**src/verilog/rv_core_pkg.sv**
```systemverilog
package rv_core_pkg;

  typedef enum logic [3:0] {
    fetch_instr,
    ready_instr,
    decode_instr,
    execute_instr,
    finish_load,
    finish_store,
    check_pc,
    reg_write,
    cpu_trap
  } ctrl_state_t;

  typedef enum logic [3:0] {
    add, sub, sll, slt, sltu, xor_op, srl, sra, or_op, and_op
  } alu_op_t;

  // selects what the execute step does with an instruction
  typedef enum logic [2:0] {
    cls_lui, cls_auipc, cls_jump, cls_branch, cls_load, cls_store, cls_alu, cls_invalid
  } instr_class_t;

endpackage

```
**src/verilog/rv_isa_pkg.sv**
```systemverilog
package rv_isa_pkg;

  localparam int xlen = 32;
  localparam int reg_addr_width = 5;
  localparam int opcode_width = 7;
  localparam int funct3_width = 3;

  // no compressed instructions so the pc always moves by a full word
  localparam logic [xlen-1:0] instr_step = 32'd4;

  // major opcodes of RV32I
  typedef enum logic [opcode_width-1:0] {
    lui    = 7'b0110111,
    auipc  = 7'b0010111,
    jal    = 7'b1101111,
    jalr   = 7'b1100111,
    branch = 7'b1100011,
    load   = 7'b0000011,
    store  = 7'b0100011,
    op_imm = 7'b0010011,
    op     = 7'b0110011,
    system = 7'b1110011
  } opcode_t;

  typedef enum logic [funct3_width-1:0] {
    beq  = 3'b000,
    bne  = 3'b001,
    blt  = 3'b100,
    bge  = 3'b101,
    bltu = 3'b110,
    bgeu = 3'b111
  } branch_funct_t;

  // access size and extension for loads and stores
  typedef enum logic [funct3_width-1:0] {
    mem_byte   = 3'b000,
    mem_half   = 3'b001,
    mem_word   = 3'b010,
    mem_byte_u = 3'b100,
    mem_half_u = 3'b101
  } mem_funct_t;

endpackage

```
**src/verilog/rv_alu.sv**
```systemverilog
`timescale 1ns/10ps

module rv_alu (
  input  rv_core_pkg::instr_class_t   instr_class,
  input  rv_core_pkg::alu_op_t        alu_op,
  input  logic                        i_type,
  input  rv_isa_pkg::branch_funct_t   branch_funct,
  input  logic [rv_isa_pkg::xlen-1:0] pc,
  input  logic [rv_isa_pkg::xlen-1:0] imm,
  input  logic [rv_isa_pkg::xlen-1:0] rs1_data,
  input  logic [rv_isa_pkg::xlen-1:0] rs2_data,
  output logic [rv_isa_pkg::xlen-1:0] alu_result,
  output logic                        branch_taken,
  output logic [rv_isa_pkg::xlen-1:0] jump_target,
  output logic [rv_isa_pkg::xlen-1:0] ls_addr
);

  logic [rv_isa_pkg::xlen-1:0] operand_b;
  logic [4:0] shamt;
  logic [rv_isa_pkg::xlen-1:0] base_sum;
  logic [rv_isa_pkg::xlen-1:0] pc_sum;
  logic [rv_isa_pkg::xlen-1:0] op_result;
  logic eq;
  logic lt;
  logic ltu;

  assign operand_b = i_type ? imm : rs2_data;
  assign shamt = operand_b[4:0];
  assign base_sum = rs1_data + imm;
  assign pc_sum = pc + imm;
  assign ls_addr = base_sum;
  // jalr is the only jump with an I-type immediate
  assign jump_target = i_type ? {base_sum[rv_isa_pkg::xlen-1:1], 1'b0} : pc_sum;

  // branches see rs2 here since they are never I-type
  assign eq = rs1_data == operand_b;
  assign lt = $signed(rs1_data) < $signed(operand_b);
  assign ltu = rs1_data < operand_b;

  always_comb begin
    case (branch_funct)
      rv_isa_pkg::beq: branch_taken = eq;
      rv_isa_pkg::bne: branch_taken = !eq;
      rv_isa_pkg::blt: branch_taken = lt;
      rv_isa_pkg::bge: branch_taken = !lt;
      rv_isa_pkg::bltu: branch_taken = ltu;
      rv_isa_pkg::bgeu: branch_taken = !ltu;
      default: branch_taken = 1'b0;
    endcase
  end

  always_comb begin
    case (alu_op)
      rv_core_pkg::add: op_result = rs1_data + operand_b;
      rv_core_pkg::sub: op_result = rs1_data - operand_b;
      rv_core_pkg::sll: op_result = rs1_data << shamt;
      rv_core_pkg::slt: op_result = {{(rv_isa_pkg::xlen-1){1'b0}}, lt};
      rv_core_pkg::sltu: op_result = {{(rv_isa_pkg::xlen-1){1'b0}}, ltu};
      rv_core_pkg::xor_op: op_result = rs1_data ^ operand_b;
      rv_core_pkg::srl: op_result = rs1_data >> shamt;
      rv_core_pkg::sra: op_result = $signed(rs1_data) >>> shamt;
      rv_core_pkg::or_op: op_result = rs1_data | operand_b;
      default: op_result = rs1_data & operand_b;
    endcase
  end

  always_comb begin
    case (instr_class)
      rv_core_pkg::cls_lui: alu_result = imm;
      rv_core_pkg::cls_auipc: alu_result = pc_sum;
      rv_core_pkg::cls_jump: alu_result = pc + rv_isa_pkg::instr_step;
      default: alu_result = op_result;
    endcase
  end

endmodule

```
**src/verilog/rv_control.sv**
```systemverilog
`timescale 1ns/10ps

module rv_control #(
  parameter logic [31:0] reset_vector = 32'h0000_0000
) (
  input  logic                                  clk,
  input  logic                                  reset,
  output logic                                  mem_valid,
  output logic                                  mem_instr,
  input  logic                                  mem_ready,
  output logic [rv_isa_pkg::xlen-1:0]           mem_addr,
  output logic [rv_isa_pkg::xlen-1:0]           mem_wdata,
  output logic [3:0]                            mem_wstrb,
  input  logic [rv_isa_pkg::xlen-1:0]           mem_rdata,
  output logic                                  trap,
  output logic [rv_isa_pkg::xlen-1:0]           instr,
  output logic [rv_isa_pkg::xlen-1:0]           pc,
  input  rv_core_pkg::instr_class_t             instr_class,
  input  logic [rv_isa_pkg::reg_addr_width-1:0] rd,
  input  logic [rv_isa_pkg::xlen-1:0]           alu_result,
  input  logic                                  branch_taken,
  input  logic [rv_isa_pkg::xlen-1:0]           jump_target,
  input  logic [rv_isa_pkg::xlen-1:0]           ls_addr,
  input  logic [3:0]                            store_wstrb,
  input  logic [rv_isa_pkg::xlen-1:0]           store_wdata,
  input  logic [rv_isa_pkg::xlen-1:0]           load_data,
  input  logic                                  misaligned,
  output logic                                  reg_we,
  output logic [rv_isa_pkg::reg_addr_width-1:0] reg_waddr,
  output logic [rv_isa_pkg::xlen-1:0]           reg_wdata
);

  rv_core_pkg::ctrl_state_t state;
  logic [rv_isa_pkg::xlen-1:0] next_pc;
  logic [rv_isa_pkg::xlen-1:0] result;

  assign reg_we = state == rv_core_pkg::reg_write;
  assign reg_waddr = rd;
  assign reg_wdata = result;

  always_ff @(posedge clk) begin
    if (reset) begin
      state <= rv_core_pkg::fetch_instr;
      mem_valid <= 1'b0;
      trap <= 1'b0;
      next_pc <= reset_vector;
    end else begin
      case (state)
        rv_core_pkg::fetch_instr: begin
          mem_valid <= 1'b1;
          mem_instr <= 1'b1;
          mem_addr <= next_pc;
          mem_wstrb <= 4'b0000;
          state <= rv_core_pkg::ready_instr;
        end
        rv_core_pkg::ready_instr: begin
          if (mem_ready) begin
            mem_valid <= 1'b0;
            pc <= mem_addr;
            instr <= mem_rdata;
            state <= rv_core_pkg::decode_instr;
          end
        end
        // register reads and the immediate settle through the decoder
        rv_core_pkg::decode_instr: begin
          state <= rv_core_pkg::execute_instr;
        end
        rv_core_pkg::execute_instr: begin
          case (instr_class)
            rv_core_pkg::cls_lui, rv_core_pkg::cls_auipc, rv_core_pkg::cls_alu: begin
              result <= alu_result;
              next_pc <= pc + rv_isa_pkg::instr_step;
              state <= rv_core_pkg::reg_write;
            end
            rv_core_pkg::cls_jump: begin
              // link value comes from the alu
              result <= alu_result;
              next_pc <= jump_target;
              state <= rv_core_pkg::check_pc;
            end
            rv_core_pkg::cls_branch: begin
              next_pc <= branch_taken ? jump_target : pc + rv_isa_pkg::instr_step;
              state <= rv_core_pkg::check_pc;
            end
            rv_core_pkg::cls_load, rv_core_pkg::cls_store: begin
              if (misaligned) begin
                state <= rv_core_pkg::cpu_trap;
              end else begin
                // strobe is zero for a load
                mem_valid <= 1'b1;
                mem_instr <= 1'b0;
                mem_addr <= {ls_addr[rv_isa_pkg::xlen-1:2], 2'b00};
                mem_wstrb <= store_wstrb;
                mem_wdata <= store_wdata;
                next_pc <= pc + rv_isa_pkg::instr_step;
                if (instr_class == rv_core_pkg::cls_store) begin
                  state <= rv_core_pkg::finish_store;
                end else begin
                  state <= rv_core_pkg::finish_load;
                end
              end
            end
            default: begin
              state <= rv_core_pkg::cpu_trap;
            end
          endcase
        end
        rv_core_pkg::finish_load: begin
          if (mem_ready) begin
            mem_valid <= 1'b0;
            result <= load_data;
            state <= rv_core_pkg::reg_write;
          end
        end
        rv_core_pkg::finish_store: begin
          if (mem_ready) begin
            mem_valid <= 1'b0;
            state <= rv_core_pkg::fetch_instr;
          end
        end
        // targets must be word aligned without the C extension
        rv_core_pkg::check_pc: begin
          if (|next_pc[1:0]) begin
            state <= rv_core_pkg::cpu_trap;
          end else if (instr_class == rv_core_pkg::cls_branch) begin
            state <= rv_core_pkg::fetch_instr;
          end else begin
            state <= rv_core_pkg::reg_write;
          end
        end
        rv_core_pkg::reg_write: begin
          state <= rv_core_pkg::fetch_instr;
        end
        default: begin
          trap <= 1'b1;
        end
      endcase
    end
  end

endmodule

```
**src/verilog/rv_core.sv**
```systemverilog
`timescale 1ns/10ps

module rv_core #(
  parameter logic [31:0] reset_vector = 32'h0000_0000
) (
  input  logic                        clk,
  input  logic                        reset,
  output logic                        mem_valid,
  output logic                        mem_instr,
  input  logic                        mem_ready,
  output logic [rv_isa_pkg::xlen-1:0] mem_addr,
  output logic [rv_isa_pkg::xlen-1:0] mem_wdata,
  output logic [3:0]                  mem_wstrb,
  input  logic [rv_isa_pkg::xlen-1:0] mem_rdata,
  output logic                        trap
);

  logic [rv_isa_pkg::xlen-1:0] instr;
  logic [rv_isa_pkg::xlen-1:0] pc;
  rv_core_pkg::instr_class_t instr_class;
  rv_core_pkg::alu_op_t alu_op;
  logic i_type;
  rv_isa_pkg::mem_funct_t mem_funct;
  rv_isa_pkg::branch_funct_t branch_funct;
  logic [rv_isa_pkg::reg_addr_width-1:0] rd;
  logic [rv_isa_pkg::reg_addr_width-1:0] rs1;
  logic [rv_isa_pkg::reg_addr_width-1:0] rs2;
  logic [rv_isa_pkg::xlen-1:0] imm;
  logic [rv_isa_pkg::xlen-1:0] rs1_data;
  logic [rv_isa_pkg::xlen-1:0] rs2_data;
  logic reg_we;
  logic [rv_isa_pkg::reg_addr_width-1:0] reg_waddr;
  logic [rv_isa_pkg::xlen-1:0] reg_wdata;
  logic [rv_isa_pkg::xlen-1:0] alu_result;
  logic branch_taken;
  logic [rv_isa_pkg::xlen-1:0] jump_target;
  logic [rv_isa_pkg::xlen-1:0] ls_addr;
  logic [3:0] store_wstrb;
  logic [rv_isa_pkg::xlen-1:0] store_wdata;
  logic [rv_isa_pkg::xlen-1:0] load_data;
  logic misaligned;

  rv_control #(
    .reset_vector(reset_vector)
  ) rv_control_inst (
    .clk(clk),
    .reset(reset),
    .mem_valid(mem_valid),
    .mem_instr(mem_instr),
    .mem_ready(mem_ready),
    .mem_addr(mem_addr),
    .mem_wdata(mem_wdata),
    .mem_wstrb(mem_wstrb),
    .mem_rdata(mem_rdata),
    .trap(trap),
    .instr(instr),
    .pc(pc),
    .instr_class(instr_class),
    .rd(rd),
    .alu_result(alu_result),
    .branch_taken(branch_taken),
    .jump_target(jump_target),
    .ls_addr(ls_addr),
    .store_wstrb(store_wstrb),
    .store_wdata(store_wdata),
    .load_data(load_data),
    .misaligned(misaligned),
    .reg_we(reg_we),
    .reg_waddr(reg_waddr),
    .reg_wdata(reg_wdata)
  );

  rv_decoder rv_decoder_inst (
    .instr(instr),
    .instr_class(instr_class),
    .alu_op(alu_op),
    .i_type(i_type),
    .mem_funct(mem_funct),
    .branch_funct(branch_funct),
    .rd(rd),
    .rs1(rs1),
    .rs2(rs2),
    .imm(imm)
  );

  rv_regfile rv_regfile_inst (
    .clk(clk),
    .rs1(rs1),
    .rs2(rs2),
    .rs1_data(rs1_data),
    .rs2_data(rs2_data),
    .we(reg_we),
    .waddr(reg_waddr),
    .wdata(reg_wdata)
  );

  rv_alu rv_alu_inst (
    .instr_class(instr_class),
    .alu_op(alu_op),
    .i_type(i_type),
    .branch_funct(branch_funct),
    .pc(pc),
    .imm(imm),
    .rs1_data(rs1_data),
    .rs2_data(rs2_data),
    .alu_result(alu_result),
    .branch_taken(branch_taken),
    .jump_target(jump_target),
    .ls_addr(ls_addr)
  );

  rv_lsu_align rv_lsu_align_inst (
    .ls_addr(ls_addr),
    .mem_funct(mem_funct),
    .store(instr_class == rv_core_pkg::cls_store),
    .rs2_data(rs2_data),
    .mem_rdata(mem_rdata),
    .store_wstrb(store_wstrb),
    .store_wdata(store_wdata),
    .load_data(load_data),
    .misaligned(misaligned)
  );

endmodule

```
**src/verilog/rv_decoder.sv**
```systemverilog
`timescale 1ns/10ps

module rv_decoder (
  input  logic [rv_isa_pkg::xlen-1:0]           instr,
  output rv_core_pkg::instr_class_t             instr_class,
  output rv_core_pkg::alu_op_t                  alu_op,
  output logic                                  i_type,
  output rv_isa_pkg::mem_funct_t                mem_funct,
  output rv_isa_pkg::branch_funct_t             branch_funct,
  output logic [rv_isa_pkg::reg_addr_width-1:0] rd,
  output logic [rv_isa_pkg::reg_addr_width-1:0] rs1,
  output logic [rv_isa_pkg::reg_addr_width-1:0] rs2,
  output logic [rv_isa_pkg::xlen-1:0]           imm
);

  rv_isa_pkg::opcode_t opcode;
  logic [2:0] funct3;
  logic [6:0] funct7;
  logic [rv_isa_pkg::xlen-1:0] i_imm;
  logic [rv_isa_pkg::xlen-1:0] s_imm;
  logic [rv_isa_pkg::xlen-1:0] b_imm;
  logic [rv_isa_pkg::xlen-1:0] u_imm;
  logic [rv_isa_pkg::xlen-1:0] j_imm;
  rv_core_pkg::alu_op_t funct3_op;

  assign opcode = rv_isa_pkg::opcode_t'(instr[6:0]);
  assign funct3 = instr[14:12];
  assign funct7 = instr[31:25];
  assign mem_funct = rv_isa_pkg::mem_funct_t'(funct3);
  assign branch_funct = rv_isa_pkg::branch_funct_t'(funct3);
  assign rs1 = instr[19:15];
  assign rs2 = instr[24:20];
  // branches and stores carry immediate bits in the rd field
  assign rd = (opcode == rv_isa_pkg::branch || opcode == rv_isa_pkg::store) ? '0 : instr[11:7];

  assign i_imm = {{20{instr[31]}}, instr[31:20]};
  assign s_imm = {{20{instr[31]}}, instr[31:25], instr[11:7]};
  assign b_imm = {{20{instr[31]}}, instr[7], instr[30:25], instr[11:8], 1'b0};
  assign u_imm = {instr[31:12], 12'b0};
  assign j_imm = {{12{instr[31]}}, instr[19:12], instr[20], instr[30:21], 1'b0};

  always_comb begin
    case (funct3)
      3'b000: funct3_op = rv_core_pkg::add;
      3'b001: funct3_op = rv_core_pkg::sll;
      3'b010: funct3_op = rv_core_pkg::slt;
      3'b011: funct3_op = rv_core_pkg::sltu;
      3'b100: funct3_op = rv_core_pkg::xor_op;
      3'b101: funct3_op = rv_core_pkg::srl;
      3'b110: funct3_op = rv_core_pkg::or_op;
      default: funct3_op = rv_core_pkg::and_op;
    endcase
  end

  always_comb begin
    instr_class = rv_core_pkg::cls_invalid;
    alu_op = funct3_op;
    i_type = 1'b0;
    imm = i_imm;
    case (opcode)
      rv_isa_pkg::lui: begin
        instr_class = rv_core_pkg::cls_lui;
        imm = u_imm;
      end
      rv_isa_pkg::auipc: begin
        instr_class = rv_core_pkg::cls_auipc;
        imm = u_imm;
      end
      rv_isa_pkg::jal: begin
        instr_class = rv_core_pkg::cls_jump;
        imm = j_imm;
      end
      rv_isa_pkg::jalr: begin
        i_type = 1'b1;
        if (funct3 == 3'b000) begin
          instr_class = rv_core_pkg::cls_jump;
        end
      end
      rv_isa_pkg::branch: begin
        imm = b_imm;
        if (funct3[2:1] != 2'b01) begin
          instr_class = rv_core_pkg::cls_branch;
        end
      end
      rv_isa_pkg::load: begin
        i_type = 1'b1;
        if (funct3 inside {3'b000, 3'b001, 3'b010, 3'b100, 3'b101}) begin
          instr_class = rv_core_pkg::cls_load;
        end
      end
      rv_isa_pkg::store: begin
        imm = s_imm;
        if (funct3 inside {3'b000, 3'b001, 3'b010}) begin
          instr_class = rv_core_pkg::cls_store;
        end
      end
      rv_isa_pkg::op_imm: begin
        i_type = 1'b1;
        if (funct3 == 3'b001) begin
          if (funct7 == 7'b0000000) begin
            instr_class = rv_core_pkg::cls_alu;
          end
        end else if (funct3 == 3'b101) begin
          if (funct7 == 7'b0000000) begin
            instr_class = rv_core_pkg::cls_alu;
          end else if (funct7 == 7'b0100000) begin
            instr_class = rv_core_pkg::cls_alu;
            alu_op = rv_core_pkg::sra;
          end
        end else begin
          instr_class = rv_core_pkg::cls_alu;
        end
      end
      rv_isa_pkg::op: begin
        if (funct7 == 7'b0000000) begin
          instr_class = rv_core_pkg::cls_alu;
        end else if (funct7 == 7'b0100000 && funct3 == 3'b000) begin
          instr_class = rv_core_pkg::cls_alu;
          alu_op = rv_core_pkg::sub;
        end else if (funct7 == 7'b0100000 && funct3 == 3'b101) begin
          instr_class = rv_core_pkg::cls_alu;
          alu_op = rv_core_pkg::sra;
        end
      end
      // ecall, ebreak and unknown opcodes stay invalid and trap
      default: begin
        instr_class = rv_core_pkg::cls_invalid;
      end
    endcase
  end

endmodule

```
**src/verilog/rv_lsu_align.sv**
```systemverilog
`timescale 1ns/10ps

module rv_lsu_align (
  input  logic [rv_isa_pkg::xlen-1:0] ls_addr,
  input  rv_isa_pkg::mem_funct_t      mem_funct,
  input  logic                        store,
  input  logic [rv_isa_pkg::xlen-1:0] rs2_data,
  input  logic [rv_isa_pkg::xlen-1:0] mem_rdata,
  output logic [3:0]                  store_wstrb,
  output logic [rv_isa_pkg::xlen-1:0] store_wdata,
  output logic [rv_isa_pkg::xlen-1:0] load_data,
  output logic                        misaligned
);

  logic [3:0] strobe;
  logic [7:0] load_byte;
  logic [15:0] load_half;

  always_comb begin
    case (mem_funct)
      rv_isa_pkg::mem_word: begin
        strobe = 4'b1111;
        store_wdata = rs2_data;
        misaligned = |ls_addr[1:0];
      end
      rv_isa_pkg::mem_half, rv_isa_pkg::mem_half_u: begin
        strobe = ls_addr[1] ? 4'b1100 : 4'b0011;
        store_wdata = {2{rs2_data[15:0]}};
        misaligned = ls_addr[0];
      end
      default: begin
        strobe = 4'b0001 << ls_addr[1:0];
        store_wdata = {4{rs2_data[7:0]}};
        misaligned = 1'b0;
      end
    endcase
  end

  // a zero strobe turns the request into a read
  assign store_wstrb = store ? strobe : 4'b0000;

  assign load_byte = mem_rdata[{ls_addr[1:0], 3'b000} +: 8];
  assign load_half = ls_addr[1] ? mem_rdata[31:16] : mem_rdata[15:0];

  always_comb begin
    case (mem_funct)
      rv_isa_pkg::mem_byte: load_data = {{24{load_byte[7]}}, load_byte};
      rv_isa_pkg::mem_byte_u: load_data = {24'b0, load_byte};
      rv_isa_pkg::mem_half: load_data = {{16{load_half[15]}}, load_half};
      rv_isa_pkg::mem_half_u: load_data = {16'b0, load_half};
      default: load_data = mem_rdata;
    endcase
  end

endmodule

```
**src/verilog/rv_regfile.sv**
```systemverilog
`timescale 1ns/10ps

module rv_regfile (
  input  logic                                  clk,
  input  logic [rv_isa_pkg::reg_addr_width-1:0] rs1,
  input  logic [rv_isa_pkg::reg_addr_width-1:0] rs2,
  output logic [rv_isa_pkg::xlen-1:0]           rs1_data,
  output logic [rv_isa_pkg::xlen-1:0]           rs2_data,
  input  logic                                  we,
  input  logic [rv_isa_pkg::reg_addr_width-1:0] waddr,
  input  logic [rv_isa_pkg::xlen-1:0]           wdata
);

  logic [rv_isa_pkg::xlen-1:0] regs [2**rv_isa_pkg::reg_addr_width];

  always_ff @(posedge clk) begin
    if (we && waddr != '0) begin
      regs[waddr] <= wdata;
    end
  end

  // x0 is never written so its read is forced
  assign rs1_data = (rs1 == '0) ? '0 : regs[rs1];
  assign rs2_data = (rs2 == '0) ? '0 : regs[rs2];

endmodule
```
**config.mk**
```make
export PLATFORM = sky130hd
export DESIGN_NAME = rv_core
export DESIGN_NICKNAME = d
export VERILOG_FILES = /design/src/verilog/rv_core_pkg.sv /design/src/verilog/rv_isa_pkg.sv /design/src/verilog/rv_alu.sv /design/src/verilog/rv_control.sv /design/src/verilog/rv_core.sv /design/src/verilog/rv_decoder.sv /design/src/verilog/rv_lsu_align.sv /design/src/verilog/rv_regfile.sv
export SDC_FILE = /design/constraint.sdc
export NUM_CORES = 2
export LEC_CHECK = 0
export BUFFER_PORTS_ARGS = -buffer_cell sky130_fd_sc_hd__buf_4
export CAP_MARGIN = 20
export CORE_MARGIN = 3
export CORE_UTILIZATION = 35
export DETAILED_ROUTE_END_ITERATION = 12
export GPL_TIMING_DRIVEN = 0
export HOLD_SLACK_MARGIN = 0.12
export PLACE_DENSITY = 0.45
export RECOVER_POWER = 25
export SLEW_MARGIN = 20
export SYNTH_ARGS = -nofsm -noshare
export SYNTH_HDL_FRONTEND = slang
export SYNTH_SLANG_ARGS = --single-unit
```
**constraint.sdc**
```tcl
create_clock -name clk -period 11.45 [get_ports clk]
set_input_delay 1.7175 -clock clk [delete_from_list [all_inputs] [get_ports clk]]
set_output_delay 1.7175 -clock clk [all_outputs]
set_load 0.05 [all_outputs]
```
---- After elaboration in Yosys (flattened, before gate mapping) ----
Memory sizes are Yosys's and may differ from the RTL's. A register that Yosys moved wholly into a read port is not among the register bits.
Index checks and enable logic that the tools add are counted.
word-level totals
  bits in writable memories ............... 1024
  memories kept ........................... 1
  flip-flop bits (word level) ............. 203
  logic and storage cells ................. 188
  output and inout bits ................... 71
  input bits .............................. 35
operators by class
  reduce and logical (&&, ||, !) cells .... 40
  eq/ne operators ......................... 48
  bitwise operators ....................... 5
  mux-type cells .......................... 71
  $lt $le $gt $ge ......................... 2
  shift-type cells ........................ 5
  $add $sub $neg .......................... 5
memory list
  memory                words  width  rd ports  clocked after memory_dff  write ports  RTL line          text
  rv_regfile_inst.regs  32     32     2         2                         1            rv_regfile.sv:14  logic [rv_isa_pkg::xlen-1:0] regs [2**rv_isa_pkg::reg_addr_width];
operators by type and width
  operator                                                               count
  32-bit two-way mux                                                     10
  32-bit one-hot mux with 9 select lines                                 1
  32-bit one-hot mux with 4 select lines                                 2
  32-bit one-hot mux with 2 select lines                                 3
  31-bit one-hot mux with 4 select lines                                 1
  32-bit adder                                                           3
  32-bit one-hot mux with 3 select lines                                 1
  32-bit less-than comparator                                            2
  4-bit two-way mux                                                      16
  32-bit by 3-bit adder with 32-bit output, second input constant        1
  32-bit bitwise AND                                                     1
  32-bit equality test                                                   1
  4-bit by 3-bit equality test with 1-bit output, second input constant  8
  32-bit bitwise OR                                                      1
  4-bit one-hot mux with 8 select lines                                  1
  32-bit by 6-bit indexed part select with 8-bit output                  1
  32-bit by 5-bit << shifter with 32-bit output                          1
  32-bit by 5-bit right shift with 32-bit output                         1
  32-bit by 5-bit >>> shifter with 32-bit output                         1
  32-bit subtractor                                                      1
  32-bit bitwise XOR                                                     1
  7-bit by 6-bit equality test with 1-bit output, second input constant  4
  4-bit one-hot mux with 7 select lines                                  1
  3-bit one-hot mux with 9 select lines                                  1
  41 further kinds                                                       112

---- Depth between registers and ports, before layout ----
  word-level depth ........................ 12
  depth in mapped cells ................... 30

---- Hierarchy ----
A second synthesis with hierarchy kept.
unflattened totals
  cells, all modules ...................... 5512
  area, all modules ....................... 71888.9 um^2
modules (own cells, without submodules)
  module        area an instance (um^2)  times used  cells each
  rv_regfile    46998.8                  1           2400
  rv_alu        14446.4                  1           2185
  rv_control    8298.0                   1           628
  rv_lsu_align  1318.8                   1           176
  rv_decoder    818.3                    1           122
  rv_core       8.8                      1           1

---- Worst setup path after synthesis ----
No wires, ideal clock.
  path kind ............................... reg2reg
  from .................................... register with a tool-made name
  to ...................................... register rv_control_inst.mem_addr[0] in the netlist's numbering, enable pin
  stages on the path, launching flop included .. 17
  arrival ................................. 6232 ps
  clock period less this slack ............ 6709 ps
  data required time ...................... 10973 ps
  path slack .............................. 4741 ps
  library setup time ...................... 477 ps
  path through ............................ dfxtp_1 > buf_2 > buf_2 > buf_1 > mux4_2 > mux4_2 > a22o_1 > ha_1 > inv_1 > fa_1 > clkbuf_1 > clkinv_1 > a22oi_1 > and3_1 > nand3_1 > a21o_1 > nor3_1
RTL lines
  item                  RTL line          text
  end signal, assigned  rv_control.sv:52  mem_addr <= next_pc;
  end signal, assigned  rv_control.sv:92  mem_addr <= {ls_addr[rv_isa_pkg::xlen-1:2], 2'b00};
  end, declared         rv_control.sv:11  output logic [rv_isa_pkg::xlen-1:0] mem_addr,

==> flow_summary_export.csv <==
group,metric,value,unit
status,outcome,"finished with violations",
status,violations,"setup timing",
cells_and_area,synthToLayoutAreaGrowth,17.14,%
die,initial_core_util,0.3531,
placement,gp_congestion,1.031,
power_and_ir_drop,power_frac_seq,0.378,
setup_path,endpoint_kind,"register",
timing,tightest_slew,1286,ps
synth,ys_ff_latch,1237,
route,drt_iter0_drc,8128,
synth,yosys-top-cells-area,"edfxtp_1 (50%), mux4_2 (17%), mux2i_1 (3.8%), ha_1 (2.8%), a21oi_1 (2.1%)",
timing,period_minus_slack,11480,ps
timing,drv_slew,0,
timing,maxSlewHeadroom,0.1429,
timing,hold_viol_final,0,
cells_and_area,design_area,82840,µm²
die,fp.dieW,455.5,µm
power_and_ir_drop,power_frac_comb,0.272,
synth,synth_cells,5229,
placement,dp_cells,8161,
route,firstDrtPassIters,6,
synth,synth_area,70720,µm²
clocking,cts_inserted_buffers,145,
die,rows,164,
clocking,cts_setup_buffers,0,
clocking,clkSlewWorstSetupHoldPaths,60,ps
clocking,cts_resized,0,
placement,hpwl,280700,µm
power_and_ir_drop,swShare,0.3470,
timing,timing.hold.ws,419.8,ps
synth,synth.most_common_cell,"edfxtp_1",
clocking,root_buffer,"clkbuf_16",
synth,async_flop_share,0,
power_and_ir_drop,leakage,28.23,nW
clocking,clock_path_buffers,3,
synth,yosys_warnings,0,
grt,grt_antenna_before_repair,28,
placement,preCtsSetupSlack,374.9,ps
setup_path,critPathLaunchType,"register",
timing,setup_ws,-30.27,ps
synth,synthFlopType,"edfxtp_1",
run,max-cap-violations,0,
placement,postPlaceCellArea,78240,µm²
clocking,tritoncts,"built",
setup_path,path_class,"reg -> reg",
min_path,holdPathStages,0,
setup_path,worstPathRequired,11840,ps
timing,rsz0062_at_grt,"false",
setup_path,crit_family,"buffers and inverters",
synth,synth_top_area_share,0.5049,
timing,final-setup-viol-count,1,
setup_path,crit_fanout,10,
placement,port_buffers,105,
grt,grt_usage,0.3506,
setup_path,worstRegToRegCells,28,
setup_path,crit_top_cell,"clkbuf_1",
timing,tns,-30.27,ps
grt,overflow,0,
route,drc,0,
route,drt-total-wl,373100,µm
clocking,cts.sinks,1237,
clocking,clk_latency,830,ps
cells_and_area,fin_nets,5854,
min_path,worst_hold_path_type,"reg -> reg",
power_and_ir_drop,p_int,8.645,mW
cells_and_area,utilization,0.4136,
cells_and_area,layoutNonFillerInstCount,8432,
power_and_ir_drop,clkPwrFrac,0.350,
clocking,hold_buffers,0,
setup_path,cp_slowest_cell,"nor4_1",
synth,synth_top_cell_by_area,"edfxtp_1",
die,dieArea,207500,µm²
setup_path,path_depth,28,
route,viasPerCell,6.537,
clocking,htree_levels,4,
route,wl_per_cell,44.25,µm
synth,avgSynthCellArea,13.52,µm²
power_and_ir_drop,report.power.total,13.24,mW
timing,max_freq,87.11,MHz
setup_path,path_buf_inv,10,
synth,synth-seq-area-share,0.5185,
grt,grt_max_degree,44,
power_and_ir_drop,irDropWorstVdd,0.1541,mV
setup_path,arrival,11870,ps
die,io_pins,106,
power_and_ir_drop,powerDensity,159.8,nW/µm²
route,drtAntennaViolNets,0,
timing,skew,82.20,ps
die,die_h,455.5,µm
power_and_ir_drop,p_sw,4.593,mW
die,core,200300,µm²
synth,synthTopCellsByCount,"edfxtp_1 (1189), mux4_2 (543), nand2_1 (368)",
timing,period_share,1.003,
cells_and_area,drive_gt1_frac,0.2266,
setup_path,cpPeakStageDelay,960,ps
synth,ys_types,96,
route,vias,55116,
synth,synth_edf_count,1189,
grt,grt_pass1_wl,491200,µm
grt,grt_pass1_vias,52969,
-- power groups by stage --
stage	combinational (mW)	sequential, mW	clock [mW]
after detailed placement	3.46	5.10	0
after global placement	3.45	5.10	0
after CTS	3.48	5.01	4.68
final	3.60	5.01	4.63
after global routing	3.67	5.01	4.87
after floorplan	1.88	5.12	0
-- final timing paths --
path | from | to | slack [ps]
max | register | rv_control_inst.reg_wdata[27] | -30
min | rv_control_inst.mem_addr[3] | rv_control_inst.pc[3] | 420
max reg2reg | register | rv_control_inst.reg_wdata[27] | -30
min reg2reg | rv_control_inst.mem_addr[3] | rv_control_inst.pc[3] | 420
-- metal layers --
metal | up-vias | GRT usage | routed length, µm | share of wire
li1 | 21812 | - | - | -
met1 | 28862 | 0.4435 | 142800 | 0.38
met2 | 3561 | 0.5418 | 167500 | 0.45
met3 | 861 | 0.08281 | 34150 | 0.092
met4 | 20 | 0.2229 | 28640 | 0.077
met5 | - | 0 | 127 | 0.00034
-- state kept, by name, indices dropped and copies added (netlist names), named ones only --
name and cells:
rv_regfile_inst.regs 1024, rv_control_inst.mem_wstrb 4, rv_control_inst.state 4, rv_control_inst.reg_wdata 32, rv_control_inst.mem_addr 32, rv_control_inst.mem_instr 1, rv_control_inst.next_pc 32, rv_control_inst.instr 32
rv_control_inst.mem_valid 1, rv_control_inst.trap 1, rv_control_inst.pc 32, rv_control_inst.mem_wdata 32
-- logic make-up (layout without fill, tap and decap cells) --
group	Yosys count	count (layout)	share of synthesized area
flip-flops	1237	1237	0.5185
adder cells (fa/ha/maj)	164	164	0.02944
multiplexers	867	867	0.2198
other	1	45	0.00005303
buffers and inverters	489	992	0.03109
XOR/XNOR	109	109	0.01350
AND/OR/NAND/NOR	1160	1160	0.07636
AO/OA/AOI/OAI	1202	1202	0.1113
-- cells in the final DEF, fill, tap and decap left out, types with 122 or more instances in the layout --
master | synthesis | routed
mux4_2 | 543 | 543
edfxtp_1 | 1189 | 1189
inv_1 | 127 | 127
buf_4 | 31 | 122
clkbuf_16 | 0 | 147
ha_1 | 160 | 160
mux2i_1 | 268 | 268
clkbuf_1 | 167 | 215
nand2_1 | 368 | 368
a21oi_1 | 302 | 301
nor2_1 | 351 | 319
o21ai_0 | 280 | 276
-- area by class of cell --
cell class,count,area (µm²)
sequential,1237,36670
multi-input combinational,3534,32450
fill,18766,117400
clock buffer,179,3799
timing repair buffer,248,3476
buffer,351,1732
inverter,138,520.5
tap,2656,3323
clock inverter,76,838.3
antenna,13,32.53
(Power assumes the default switching activity.)
